## src/trainer_settings.svh

```systemverilog
//////////////////////////////////////////////////
// Trainer settings
// Fixed-point word format, size limits and
// depth of the activation delta pipeline
//////////////////////////////////////////////////

`ifndef TRAINER_SETTINGS_SVH
`define TRAINER_SETTINGS_SVH

// Signed Q7.8 data word
`define TRAINER_DATA_W 16
`define TRAINER_FRAC_W 8

// Size limits of one training run
`define TRAINER_MAX_L 4   // Lanes
`define TRAINER_MAX_X 4   // Inputs
`define TRAINER_MAX_T 15  // Time steps

// Cycles from an accepted lane beat to its delta
`define TRAINER_DELTA_LAT 2

`endif

```

## src/trainer_pkg.sv

```systemverilog
//////////////////////////////////////////////////
// Trainer package
// Data, size, beat and command types plus the
// shared fixed-point multiply
//////////////////////////////////////////////////

`include "trainer_settings.svh"

package trainer_pkg;

  typedef logic signed [`TRAINER_DATA_W-1:0] data_t;
  typedef logic [1:0] lidx_t;  // Lane index
  typedef logic [1:0] xidx_t;  // Input index
  typedef logic [3:0] step_t;  // Time-step count, up to TRAINER_MAX_T

  // Run sizes, lanes and inputs coded as count minus one
  typedef struct packed {
    lidx_t size_l;
    xidx_t size_x;
    step_t size_t;
  } sizes_t;

  // One lane of forward-pass data
  typedef struct packed {
    data_t a;  // Activation
    data_t i;  // Input gate
    data_t s;  // State gradient
  } lane_t;

  typedef struct packed {
    logic  valid;
    lidx_t index;
    data_t value;
  } delta_beat_t;

  typedef struct packed {
    logic  valid;
    xidx_t index;
    data_t value;
  } x_beat_t;

  // Accumulator opcodes
  typedef enum logic [2:0] {
    ACC_NOP,
    ACC_CLEAR,
    ACC_MAC_W,
    ACC_READ_W,
    ACC_READ_B
  } acc_op_t;

  typedef struct packed {
    acc_op_t op;
    lidx_t   l_idx;
    xidx_t   x_idx;
  } acc_cmd_t;

  // Controller phases
  typedef enum logic [2:0] {
    IDLE_PHASE,
    CLEAR_PHASE,
    LANE_PHASE,
    DRAIN_PHASE,
    MAC_PHASE,
    READ_W_PHASE,
    READ_B_PHASE,
    DONE_PHASE
  } phase_t;

  // Q7.8 product, arithmetic shift then wrap to one word
  function automatic data_t fx_mul(input data_t x, input data_t y);
    logic signed [2*`TRAINER_DATA_W-1:0] prod;
    prod = x * y;
    return prod[`TRAINER_FRAC_W +: `TRAINER_DATA_W];
  endfunction

endpackage

```

## src/activation_delta.sv

```systemverilog
//////////////////////////////////////////////////
// Activation delta pipeline
// da = s * i * (1 - a^2) in two register stages,
// one lane beat accepted per cycle
//////////////////////////////////////////////////

`include "trainer_settings.svh"

module activation_delta (
  input  logic                     CLK,
  input  logic                     RST,
  input  trainer_pkg::lane_t       lane_in,
  input  logic                     lane_enable,
  input  trainer_pkg::lidx_t       lane_tag,
  output trainer_pkg::delta_beat_t delta_beat
);

  import trainer_pkg::*;

  // 1.0 in Q7.8
  localparam data_t ONE = data_t'(1 << `TRAINER_FRAC_W);

  // Stage 1
  logic  s1_valid;
  lidx_t s1_tag;
  data_t s1_si;  // s * i
  data_t s1_aa;  // a * a

  // Stage 2
  logic  s2_valid;
  lidx_t s2_tag;
  data_t s2_da;

  //////////////////////////////////////////////////
  // Valid pipe
  //////////////////////////////////////////////////

  always_ff @(posedge CLK or posedge RST) begin
    if (RST) begin
      s1_valid <= 1'b0;
      s2_valid <= 1'b0;
    end else begin
      s1_valid <= lane_enable;
      s2_valid <= s1_valid;  // Two beats can be in flight
    end
  end

  //////////////////////////////////////////////////
  // Datapath
  //////////////////////////////////////////////////

  always_ff @(posedge CLK) begin
    s1_tag <= lane_tag;
    s1_si  <= fx_mul(lane_in.s, lane_in.i);
    s1_aa  <= fx_mul(lane_in.a, lane_in.a);
    // Derivative of tanh folded in here
    s2_tag <= s1_tag;
    s2_da  <= fx_mul(s1_si, ONE - s1_aa);  // Difference wraps like every sum
  end

  assign delta_beat = '{valid: s2_valid, index: s2_tag, value: s2_da};

endmodule

```

## src/gradient_accumulator.sv

```systemverilog
//////////////////////////////////////////////////
// Gradient accumulator
// Buffers one step of deltas and inputs, sums
// dW with one MAC per cycle and db per delta,
// and streams both arrays out on read commands
//////////////////////////////////////////////////

`include "trainer_settings.svh"

module gradient_accumulator (
  input  logic                     CLK,
  input  logic                     RST,
  input  trainer_pkg::delta_beat_t delta_beat,
  input  trainer_pkg::x_beat_t     x_beat,
  input  trainer_pkg::acc_cmd_t    acc_cmd,
  output trainer_pkg::data_t       w_out,
  output logic                     w_out_enable,
  output trainer_pkg::data_t       b_out,
  output logic                     b_out_enable
);

  import trainer_pkg::*;

  //////////////////////////////////////////////////
  // Storage
  //////////////////////////////////////////////////

  data_t delta_buf [`TRAINER_MAX_L];  // Deltas of the current step
  data_t x_buf     [`TRAINER_MAX_X];  // Inputs of the current step

  data_t dw [`TRAINER_MAX_L][`TRAINER_MAX_X];  // Weight gradient
  data_t db [`TRAINER_MAX_L];                  // Bias gradient

  data_t mac_term;

  // Product for the addressed (l, x) pair
  assign mac_term = fx_mul(delta_buf[acc_cmd.l_idx], x_buf[acc_cmd.x_idx]);

  // Step buffers, overwritten each step
  always_ff @(posedge CLK) begin
    if (delta_beat.valid) begin
      delta_buf[delta_beat.index] <= delta_beat.value;
    end
    if (x_beat.valid) begin
      x_buf[x_beat.index] <= x_beat.value;
    end
  end

  //////////////////////////////////////////////////
  // Accumulation
  //////////////////////////////////////////////////

  always_ff @(posedge CLK) begin
    // db sums every delta as it lands
    if (delta_beat.valid) begin
      db[delta_beat.index] <= db[delta_beat.index] + delta_beat.value;
    end

    case (acc_cmd.op)
      ACC_CLEAR: begin
        // Start of a run, zero both arrays
        for (int l = 0; l < `TRAINER_MAX_L; l++) begin
          db[l] <= '0;
          for (int x = 0; x < `TRAINER_MAX_X; x++) begin
            dw[l][x] <= '0;
          end
        end
      end

      ACC_MAC_W: begin
        dw[acc_cmd.l_idx][acc_cmd.x_idx] <= dw[acc_cmd.l_idx][acc_cmd.x_idx] + mac_term;
      end

      default: begin
        // Reads and NOP leave the sums alone
      end
    endcase
  end

  //////////////////////////////////////////////////
  // Readout
  //////////////////////////////////////////////////

  // Output strobes, one cycle after the command
  always_ff @(posedge CLK or posedge RST) begin
    if (RST) begin
      w_out_enable <= 1'b0;
      b_out_enable <= 1'b0;
    end else begin
      w_out_enable <= (acc_cmd.op == ACC_READ_W);
      b_out_enable <= (acc_cmd.op == ACC_READ_B);
    end
  end

  always_ff @(posedge CLK) begin
    if (acc_cmd.op == ACC_READ_W) begin
      w_out <= dw[acc_cmd.l_idx][acc_cmd.x_idx];  // Row-major walk from the controller
    end
    if (acc_cmd.op == ACC_READ_B) begin
      b_out <= db[acc_cmd.l_idx];
    end
  end

endmodule

```

## src/trainer_controller.sv

```systemverilog
//////////////////////////////////////////////////
// Trainer controller
// Phase FSM of a run: clear, per-step lane and
// input collection, drain, MAC sweep, readout
// and the closing ready pulse
//////////////////////////////////////////////////

`include "trainer_settings.svh"

module trainer_controller (
  input  logic                  CLK,
  input  logic                  RST,
  input  logic                  start,
  input  trainer_pkg::sizes_t   sizes,
  input  logic                  lane_enable,
  input  trainer_pkg::data_t    x_in,
  input  logic                  x_enable,
  output logic                  lane_accept,
  output trainer_pkg::lidx_t    lane_tag,
  output trainer_pkg::x_beat_t  x_beat,
  output trainer_pkg::acc_cmd_t acc_cmd,
  output logic                  ready
);

  import trainer_pkg::*;

  localparam int DRAIN_LAST = `TRAINER_DELTA_LAT - 1;

  phase_t     phase;
  sizes_t     sizes_q;      // Sizes latched on start
  logic [2:0] lane_cnt;     // Lane beats taken this step
  logic [2:0] x_cnt;        // Input beats taken this step
  logic [2:0] lane_target;
  logic [2:0] x_target;
  logic       lane_full;
  logic       x_full;
  logic       lane_fill;    // Lanes complete after this edge
  logic       x_fill;
  logic       x_accept;
  step_t      step_cnt;
  logic [1:0] drain_cnt;
  lidx_t      cmd_l;        // Command walk, MAC and readout
  xidx_t      cmd_x;
  logic       row_end;
  logic       grid_end;

  // Registered input beat
  logic  x_valid_q;
  xidx_t x_idx_q;
  data_t x_val_q;

  //////////////////////////////////////////////////
  // Beat acceptance
  //////////////////////////////////////////////////

  assign lane_target = {1'b0, sizes_q.size_l} + 3'd1;
  assign x_target    = {1'b0, sizes_q.size_x} + 3'd1;
  assign lane_full   = (lane_cnt == lane_target);
  assign x_full      = (x_cnt == x_target);

  // Only in LANE_PHASE and only up to the count
  assign lane_accept = (phase == LANE_PHASE) && lane_enable && !lane_full;
  assign x_accept    = (phase == LANE_PHASE) && x_enable && !x_full;
  assign lane_tag    = lane_cnt[1:0];  // Lanes arrive in index order

  assign lane_fill = lane_full || (lane_accept && (lane_cnt + 3'd1 == lane_target));
  assign x_fill    = x_full || (x_accept && (x_cnt + 3'd1 == x_target));

  assign row_end  = (cmd_x == sizes_q.size_x);
  assign grid_end = row_end && (cmd_l == sizes_q.size_l);

  //////////////////////////////////////////////////
  // Phase FSM
  //////////////////////////////////////////////////

  always_ff @(posedge CLK or posedge RST) begin
    if (RST) begin
      phase     <= IDLE_PHASE;
      sizes_q   <= '0;
      lane_cnt  <= '0;
      x_cnt     <= '0;
      step_cnt  <= '0;
      drain_cnt <= '0;
      cmd_l     <= '0;
      cmd_x     <= '0;
    end else begin
      if (lane_accept) lane_cnt <= lane_cnt + 3'd1;
      if (x_accept) x_cnt <= x_cnt + 3'd1;

      case (phase)
        IDLE_PHASE: begin
          if (start) begin
            sizes_q  <= sizes;
            step_cnt <= '0;
            phase    <= CLEAR_PHASE;
          end
        end

        CLEAR_PHASE: begin  // ACC_CLEAR goes out this cycle
          lane_cnt <= '0;
          x_cnt    <= '0;
          phase    <= LANE_PHASE;
        end

        LANE_PHASE: begin
          if (lane_fill && x_fill) begin
            drain_cnt <= '0;
            phase     <= DRAIN_PHASE;
          end
        end

        // Wait for the last delta to land in the buffer
        DRAIN_PHASE: begin
          drain_cnt <= drain_cnt + 2'd1;
          if (drain_cnt == DRAIN_LAST[1:0]) begin
            cmd_l <= '0;
            cmd_x <= '0;
            phase <= MAC_PHASE;
          end
        end

        // Both sweep the L x X grid, input index fastest
        MAC_PHASE, READ_W_PHASE: begin
          cmd_x <= row_end ? '0 : cmd_x + 2'd1;
          if (row_end) cmd_l <= grid_end ? '0 : cmd_l + 2'd1;

          if (grid_end && (phase == READ_W_PHASE)) begin
            phase <= READ_B_PHASE;
          end else if (grid_end) begin
            // End of one time step
            step_cnt <= step_cnt + 4'd1;
            lane_cnt <= '0;
            x_cnt    <= '0;
            if (step_cnt + 4'd1 >= sizes_q.size_t) phase <= READ_W_PHASE;
            else phase <= LANE_PHASE;
          end
        end

        READ_B_PHASE: begin
          cmd_l <= (cmd_l == sizes_q.size_l) ? '0 : cmd_l + 2'd1;
          if (cmd_l == sizes_q.size_l) phase <= DONE_PHASE;
        end

        DONE_PHASE: phase <= IDLE_PHASE;  // Last b_out beat is out now

        default: phase <= IDLE_PHASE;
      endcase
    end
  end

  //////////////////////////////////////////////////
  // Command issue
  //////////////////////////////////////////////////

  always_comb begin
    acc_cmd = '{op: ACC_NOP, l_idx: cmd_l, x_idx: cmd_x};
    case (phase)
      CLEAR_PHASE:  acc_cmd.op = ACC_CLEAR;
      MAC_PHASE:    acc_cmd.op = ACC_MAC_W;
      READ_W_PHASE: acc_cmd.op = ACC_READ_W;
      READ_B_PHASE: acc_cmd.op = ACC_READ_B;
      default:      acc_cmd.op = ACC_NOP;
    endcase
  end

  // Ready two cycles after the last READ_B
  always_ff @(posedge CLK or posedge RST) begin
    if (RST) begin
      ready     <= 1'b0;
      x_valid_q <= 1'b0;
    end else begin
      ready     <= (phase == DONE_PHASE);
      x_valid_q <= x_accept;
    end
  end

  always_ff @(posedge CLK) begin
    x_idx_q <= x_cnt[1:0];
    x_val_q <= x_in;
  end

  assign x_beat = '{valid: x_valid_q, index: x_idx_q, value: x_val_q};

endmodule

```

## src/activation_trainer.sv

```systemverilog
//////////////////////////////////////////////////
// Activation trainer top level
// Backward pass of one recurrent controller layer:
// delta, input-weight gradient and bias gradient
//////////////////////////////////////////////////

module activation_trainer (
  input  logic                CLK,
  input  logic                RST,
  input  logic                start,
  input  trainer_pkg::sizes_t sizes,
  input  trainer_pkg::lane_t  lane_in,
  input  logic                lane_enable,
  input  trainer_pkg::data_t  x_in,
  input  logic                x_enable,
  output trainer_pkg::data_t  w_out,
  output logic                w_out_enable,
  output trainer_pkg::data_t  b_out,
  output logic                b_out_enable,
  output logic                ready
);

  import trainer_pkg::*;

  logic        lane_accept;  // Gated lane strobe
  lidx_t       lane_tag;
  delta_beat_t delta_beat;
  x_beat_t     x_beat;
  acc_cmd_t    acc_cmd;

  // Phase control and beat gating
  trainer_controller u_controller (
    .CLK        (CLK),
    .RST        (RST),
    .start      (start),
    .sizes      (sizes),
    .lane_enable(lane_enable),
    .x_in       (x_in),
    .x_enable   (x_enable),
    .lane_accept(lane_accept),
    .lane_tag   (lane_tag),
    .x_beat     (x_beat),
    .acc_cmd    (acc_cmd),
    .ready      (ready)
  );

  // Per-lane delta
  activation_delta u_delta (
    .CLK        (CLK),
    .RST        (RST),
    .lane_in    (lane_in),
    .lane_enable(lane_accept),
    .lane_tag   (lane_tag),
    .delta_beat (delta_beat)
  );

  // dW and db sums plus readout
  gradient_accumulator u_accumulator (
    .CLK         (CLK),
    .RST         (RST),
    .delta_beat  (delta_beat),
    .x_beat      (x_beat),
    .acc_cmd     (acc_cmd),
    .w_out       (w_out),
    .w_out_enable(w_out_enable),
    .b_out       (b_out),
    .b_out_enable(b_out_enable)
  );

endmodule

```

## config.mk

```make
export PLATFORM = sky130hd
export DESIGN_NAME = activation_trainer
export DESIGN_NICKNAME = d
export VERILOG_FILES = /design/src/trainer_pkg.sv /design/src/activation_delta.sv /design/src/gradient_accumulator.sv /design/src/trainer_controller.sv /design/src/activation_trainer.sv
export VERILOG_INCLUDE_DIRS = /design/src
export SDC_FILE = /design/constraint.sdc
export NUM_CORES = 2
export LEC_CHECK = 0
export ABC_AREA = 1
export BUFFER_PORTS_ARGS = -buffer_cell sky130_fd_sc_hd__buf_2
export CAP_MARGIN = 25
export CELL_PAD_IN_SITES_DETAIL_PLACEMENT = 2
export CELL_PAD_IN_SITES_GLOBAL_PLACEMENT = 2
export CORE_UTILIZATION = 41
export CTS_CLUSTER_DIAMETER = 100
export DETAILED_ROUTE_END_ITERATION = 8
export PLACE_DENSITY = 0.93
export SYNTH_ARGS = -nofsm -noshare
export SYNTH_HDL_FRONTEND = slang
export SYNTH_SLANG_ARGS = --single-unit
```

## constraint.sdc

```tcl
create_clock -name CLK -period 11.6 [get_ports CLK]
set_clock_uncertainty 0.2 [all_clocks]
set_input_delay 0.58 -clock CLK [delete_from_list [all_inputs] [get_ports CLK]]
set_output_delay 0.58 -clock CLK [all_outputs]
set_load 0.02 [all_outputs]
```

=== After elaboration in Yosys (flattened, before gate mapping) ===
Memory sizes are Yosys's and may differ from the RTL's. A register that Yosys moved wholly into a read port is not among the register bits.
Index checks and enable logic that the tools add are counted.

* Logic and storage cells: 146
* Memory bits (writable): 448
* Memories kept: 4
* Register bits: 119

* Add/subtract/negate cells: 11
* Order comparisons: 3
* Mux-type cells: 46
* Bitwise gates (word level): 1
* Multipliers: 4
* Equal/unequal tests: 26
* Reductions and logical operators: 27

{| class="wikitable"
|+ Memory list
! name !! words !! bits a word !! read ports !! clocked after Yosys merged registers in !! wr ports !! line !! RTL
|-
| u_accumulator.dw || 4 || 64 || 1 || 0 || 4 || gradient_accumulator.sv:31 || <nowiki>data_t dw [`TRAINER_MAX_L][`TRAINER_MAX_X];</nowiki>
|-
| u_accumulator.db || 4 || 16 || 2 || 2 || 5 || gradient_accumulator.sv:32 || <nowiki>data_t db [`TRAINER_MAX_L];</nowiki>
|-
| u_accumulator.delta_buf || 4 || 16 || 1 || 0 || 1 || gradient_accumulator.sv:28 || <nowiki>data_t delta_buf [`TRAINER_MAX_L];</nowiki>
|-
| u_accumulator.x_buf || 4 || 16 || 1 || 0 || 1 || gradient_accumulator.sv:29 || <nowiki>data_t x_buf [`TRAINER_MAX_X];</nowiki>
|}

{| class="wikitable"
|+ Operators with widths
! cell !! count
|-
| 64-bit 2-to-1 mux || 3
|-
| 16-bit by 16-bit multiplier with 24-bit output || 4
|-
| 64-bit OR reduction || 1
|-
| 16-bit 2-to-1 mux || 3
|-
| 3-bit 2-to-1 mux || 13
|-
| 16-bit adder || 2
|-
| 16-bit binary-select mux with 2-bit select || 1
|-
| 16-bit demux with 2-bit select || 1
|-
| 3-bit one-hot mux with 7 select lines || 1
|-
| 10-bit by 16-bit subtractor with 16-bit output, first input constant || 1
|-
| 3-bit == test, second input constant || 5
|-
| 2-bit 2-to-1 mux || 7
|-
| 3-bit by 2-bit == test with 1-bit output, second input constant || 4
|-
| 3-bit == test || 4
|-
| 4-bit 2-to-1 mux || 3
|-
| 3-bit one-hot mux with 2 select lines || 2
|-
| 3-bit one-hot mux with 4 select lines || 1
|-
| 1-bit logical AND || 10
|-
| 2-bit by 1-bit inequality test with 1-bit output, second input constant || 4
|-
| 2-bit one-hot mux with 2 select lines || 2
|-
| 4-bit one-hot mux with 2 select lines || 1
|-
| 1-bit 2-to-1 mux || 7
|-
| 2-bit by 1-bit adder with 2-bit output, second input constant || 3
|-
| 2-bit by 1-bit adder with 3-bit output, second input constant || 2
|-
| other kinds (22) || 33
|}

=== Depth between registers and ports, before layout ===
* Depth in word-level cells: 9
* Mapped depth: 46
* Gate-level depth less buffers: 42

=== Hierarchy ===
A second synthesis with hierarchy kept.

* Cell total of the unflattened synthesis: 6,199
* Area total of the unflattened synthesis: 55,064.1 sq um

{| class="wikitable"
|+ Modules (own cells, without submodules)
! module !! times used !! cells each !! area each (sq um)
|-
| gradient_accumulator || 1 || 2,909 || 28,990.3
|-
| activation_delta || 1 || 3,013 || 23,846.6
|-
| trainer_controller || 1 || 277 || 2,227.1
|}

=== Worst setup path before layout ===
OpenSTA, ideal clock, no wires.

* Kind: reg-to-reg
* Start: reg u_controller.cmd_l[0]
* End: mem u_accumulator.dw[0][15] in the netlist's numbering, data pin
* Arrival: 7.929 ns
* Clock period less this slack: 8.391 ns
* Path slack: 3.209 ns
* Stages on the path, launching flop included: 43
* Path buffers: 7
* Required time: 11.138 ns
* Cell sequence: dfrtp_1 -> buf_6 -> buf_6 -> buf_4 -> buf_2 -> clkbuf_1 -> nand2_1 -> a32oi_1 -> clkbuf_1 -> nand2_1 -> fa_1 -> inv_1 -> fa_1 -> inv_1 -> fa_1 -> inv_1 -> fa_1 -> fa_1 -> (+7 left out) -> nand2_1 -> nand2_1 -> nand2_1 -> inv_1 -> ha_1 -> a21oi_1 -> nor2_1 -> a211oi_1 -> o21ai_0 -> a21oi_1 -> nand3_1 -> nand2_1 -> inv_1 -> nand3_1 -> nand2_1 -> nand2_2 -> buf_6 -> a21oi_2

{| class="wikitable"
|+ RTL lines
! what !! line !! RTL
|-
| from (decl) || trainer_controller.sv:42 || <nowiki>lidx_t cmd_l;</nowiki>
|-
| from (signal assigned) || trainer_controller.sv:125 || <nowiki>if (row_end) cmd_l <= grid_end ? '0 : cmd_l + 2'd1;</nowiki>
|-
| from (signal assigned) || trainer_controller.sv:140 || <nowiki>cmd_l <= (cmd_l == sizes_q.size_l) ? '0 : cmd_l + 2'd1;</nowiki>
|-
| to (decl) || gradient_accumulator.sv:31 ||
|}

==> qor.yml <==
logic_synthesis:
  number_of_enable_flip_flop_cells_after_synthesis: 416
  mappedNetlistArea_mm2: 0.05454
  post_synthesis_register_bit_count: 583
  yosysSeqAreaShare_pct: 29.33
  synthesis.yosys.warnings: 0
  post_synth_inst_count: 6132
  post_synth.cell_area_avg_um2: 8.895
  synth.cells.most_frequent: "sky130_fd_sc_hd__inv_1 (1372), sky130_fd_sc_hd__nand2_1 (1048), sky130_fd_sc_hd__fa_1 (728)"
  yosysMostFrequentCell: "sky130_fd_sc_hd__inv_1"
  synth_top_area_share_pct: 26.72
  synth.distinct_cells: 65
  synthTopCellsByArea: "sky130_fd_sc_hd__fa_1 (27%), sky130_fd_sc_hd__edfxtp_1 (23%), sky130_fd_sc_hd__inv_1 (9.4%)"
  yosys.area.top_type: "sky130_fd_sc_hd__fa_1"
  synth_async_sr_flop_share_pct: 5.660
  mappedNetlistNets: 7268
  yosys_most_used_dff: "sky130_fd_sc_hd__edfxtp_1"
global_routing:
  gr-total-overflow: 0
  antenna_violations_before_repair: 17
  grt_start_max_net_pins: 168
  globalRouteTotalUtil_pct: 39.76
  vias_in_the_first_global_route: 57640
  grt_first_pass_wirelength_um: 392100
setup_path:
  timing.critical_path.required_ns: 11.86
  critPathBufInv: 10
  worstPathArrival_ns: 11.74
  cp_slowest_stage_delay_ns: 1.13
  critical_path.slowest_cell: "sky130_fd_sc_hd__a32oi_1"
  most_numerous_cell_on_the_critical_path: "sky130_fd_sc_hd__inv_1"
  critical-path-top-delay-family: "adder cells"
  worst_setup_path_start_kind: "flip-flop"
  crit_type: "reg -> reg"
  critical_path.endpoint_type: "flip-flop"
  crit_path_max_fanout: 46
routing:
  detail_route.vias_per_cell: 6.150
  metal1_wirelength_um: 86170
  dr.max_layer_used: "met5"
  detail_route.iter0.violations: 4751
  postRouteWirelength_um: 271400
  route.detailed.drc: 0
  met3_wirelength_um: 21270
  final_antenna_net_count: 0
  routed-wl-met2_um: 134200
  drt_pass1_iterations: 6
  vias: 49000
  wl_per_cell_um: 34.07
place:
  io_buffer_count: 111
  hpwlAfterDp_um: 173200
  routabilityCongestion: 0.9024
sta:
  slew-limit-headroom_pct: 16.66
  setup_violations: 0
  fin_tns_setup_ns: 0
  final_hold_viol_count: 0
  fmax_mhz: 87.11
  timing_max_transition_violations_final: 0
  finalCritPeriodShare_pct: 98.96
  tightest_hold_margin_ns: 0.1095
  setup_repair_after_global_routing_missed_its_margin: "false"
  worst_pin_slew_ns: 1.250
  period_minus_slack_ns: 11.48
die:
  ios: 112
  chipHeight_um: 366.7
  chipWidth_um: 366.7
  num_rows: 133
  die-area_mm2: 0.1345
  floorplan.initialDensity_pct: 41.39
  core_area_mm2: 0.1318
hold_path:
  holdCritPathClass: "in -> reg"
cells_and_area:
  post_route_cells_drive_above_1_share_pct: 5.798
  multi_input_area_mm2: 0.03237
  register_area_mm2: 0.01601
  nNetsFinal: 7287
  fillers: 14270
  synthToLayoutAreaGrowth_pct: 8.932
clock_tree:
  total_number_of_h_tree_levels: 3
  cts_buffer_depth: 3
  ctsRootBufferMaster: "sky130_fd_sc_hd__clkbuf_16"
  insertion_delay_ns: 0.73
  cts_num_sinks: 583
  post_cts_buffers: 0
  clkTransAtPathRegs_ns: 0.08
  cts_buffers: 72
  cts_tree: "done"
status:
  outcome: "complete, no violations"
job:
  max_cap_viol_count: 0
==> stage by stage <==
stage / util (%) / instance area [um2] / setup WS [ns] / instances
after floorplan: - / 54540 / 3.209 / 6132
after CTS: 45.00 / 59310 / 0.6897 / 7959
after detailed placement: 43.01 / 56690 / 1.001 / 7803
after global placement: 43.01 / 56690 / 1.818 / 7803
final: 45.08 / 59420 / 0.1209 / 7967
after global routing: 45.08 / 59410 / 0.1314 / 7964
==> registers in the layout, summed over array words and instances, names as in the netlist, 4 cells and up <==
name                     flops
u_delta.s1_si               16
u_delta.s1_aa               16
u_accumulator.delta_buf     64
u_delta.s2_da               16
u_accumulator.b_out         16
u_controller.x_val_q        16
u_accumulator.x_buf         64
u_controller.sizes_q         8
u_accumulator.w_out         16
u_accumulator.dw           256
u_controller.step_cnt        4
u_accumulator.db            64
==> layer usage <==
metal | track usage, % | vias up
met4 | 36.26 | 18
met3 | 9.845 | 1733
li1 | - | 18880
met1 | 39.39 | 24930
met5 | 0 | -
met2 | 68.58 | 3443
==> cells in the final DEF (no fill, tap or decap), types with 6 or more instances in the layout <==
cell,instances
sky130_fd_sc_hd__nand4_1,21
sky130_fd_sc_hd__a31oi_1,6
sky130_fd_sc_hd__dfrtp_1,30
sky130_fd_sc_hd__a22oi_1,16
sky130_fd_sc_hd__xnor2_1,60
sky130_fd_sc_hd__a211oi_1,9
sky130_fd_sc_hd__a21oi_2,10
sky130_fd_sc_hd__o21ai_0,274
sky130_fd_sc_hd__nor2_1,707
sky130_fd_sc_hd__o221ai_1,46
sky130_fd_sc_hd__nor4_1,6
sky130_fd_sc_hd__nand3b_1,11
sky130_fd_sc_hd__clkbuf_16,73
sky130_fd_sc_hd__dfxtp_1,134
sky130_fd_sc_hd__edfxtp_1,416
sky130_fd_sc_hd__nor3_2,6
sky130_fd_sc_hd__ha_1,331
sky130_fd_sc_hd__o21bai_1,34
sky130_fd_sc_hd__inv_1,1371
sky130_fd_sc_hd__nand2_1,1048
sky130_fd_sc_hd__clkinv_2,12
sky130_fd_sc_hd__buf_4,47
sky130_fd_sc_hd__nand3_1,157
sky130_fd_sc_hd__xor2_1,96
sky130_fd_sc_hd__clkinv_1,14
sky130_fd_sc_hd__o211ai_1,42
sky130_fd_sc_hd__o21ai_1,6
sky130_fd_sc_hd__nor3_1,14
sky130_fd_sc_hd__a32oi_1,11
sky130_fd_sc_hd__nand2_2,12
sky130_fd_sc_hd__fa_1,728
sky130_fd_sc_hd__buf_2,111
sky130_fd_sc_hd__nor2_2,9
sky130_fd_sc_hd__or2_2,21
sky130_fd_sc_hd__a21oi_1,160
sky130_fd_sc_hd__clkbuf_8,7
sky130_fd_sc_hd__dlygate4sd3_1,24
sky130_fd_sc_hd__clkbuf_1,12
sky130_fd_sc_hd__o22ai_1,37
==> cell type report <==
class,instances,area share [%]
Tap cell,1755,3.696
Inverter,1380,8.729
Antenna cell,3,0.01263
Clock inverter,40,0.7012
Sequential cell,583,26.94
Timing Repair Buffer,188,2.129
Multi-Input combinational cell,3926,54.48
Clock buffer,92,3.312
==> worst register-to-register path: cells and delay by family, from the launching register on <==
kind	cells	cell delay [ns]
buf+inv	10	2.04
fa+ha+maj	8	3.45
compound gates	9	3.21
flops	1	0.42
simple gates	10	1.70
xor+xnor	1	0.21
==> cell families (layout without fill, tap and decap cells) <==
kind of cell,Yosys count,after routing,share of synthesized area (%)
AND/OR/NAND/NOR,2030,2030,14.91
buffers and inverters,1623,1700,11.40
adder cells (fa/ha/maj),1059,1059,34.31
AO/OA/AOI/OAI,672,672,7.336
flip-flops,583,583,29.33
XOR/XNOR,158,158,2.565
multiplexers,7,7,0.1468
other,0,3,0
==> path summary, 6_finish.rpt <==
check                                          end                   from  depth (start not counted)  slack, ns
max                        u_accumulator.dw[2][15]  u_controller.cmd_l[1]                         38       0.12
min reg2reg                      u_delta.s2_tag[0]      u_delta.s1_tag[0]                          0       0.14
max reg2reg                u_accumulator.dw[2][15]  u_controller.cmd_l[1]                         38       0.12
min in group asynchronous   u_controller.x_valid_q                    RST                          4       0.36
max in group asynchronous    u_controller.x_cnt[1]                    RST                          4      10.44
min                        u_controller.sizes_q[1]               sizes[1]                          3       0.11
==> repair_timing <==
item	4_1_cts	5_1_grt
resized for setup	0	0
hold buffers	24	0
hold endpoints to repair	56	0
Power is left out: the tool's default activity adds up to more than one toggle a clock period on the data nets, which glitch-free logic cannot reach.
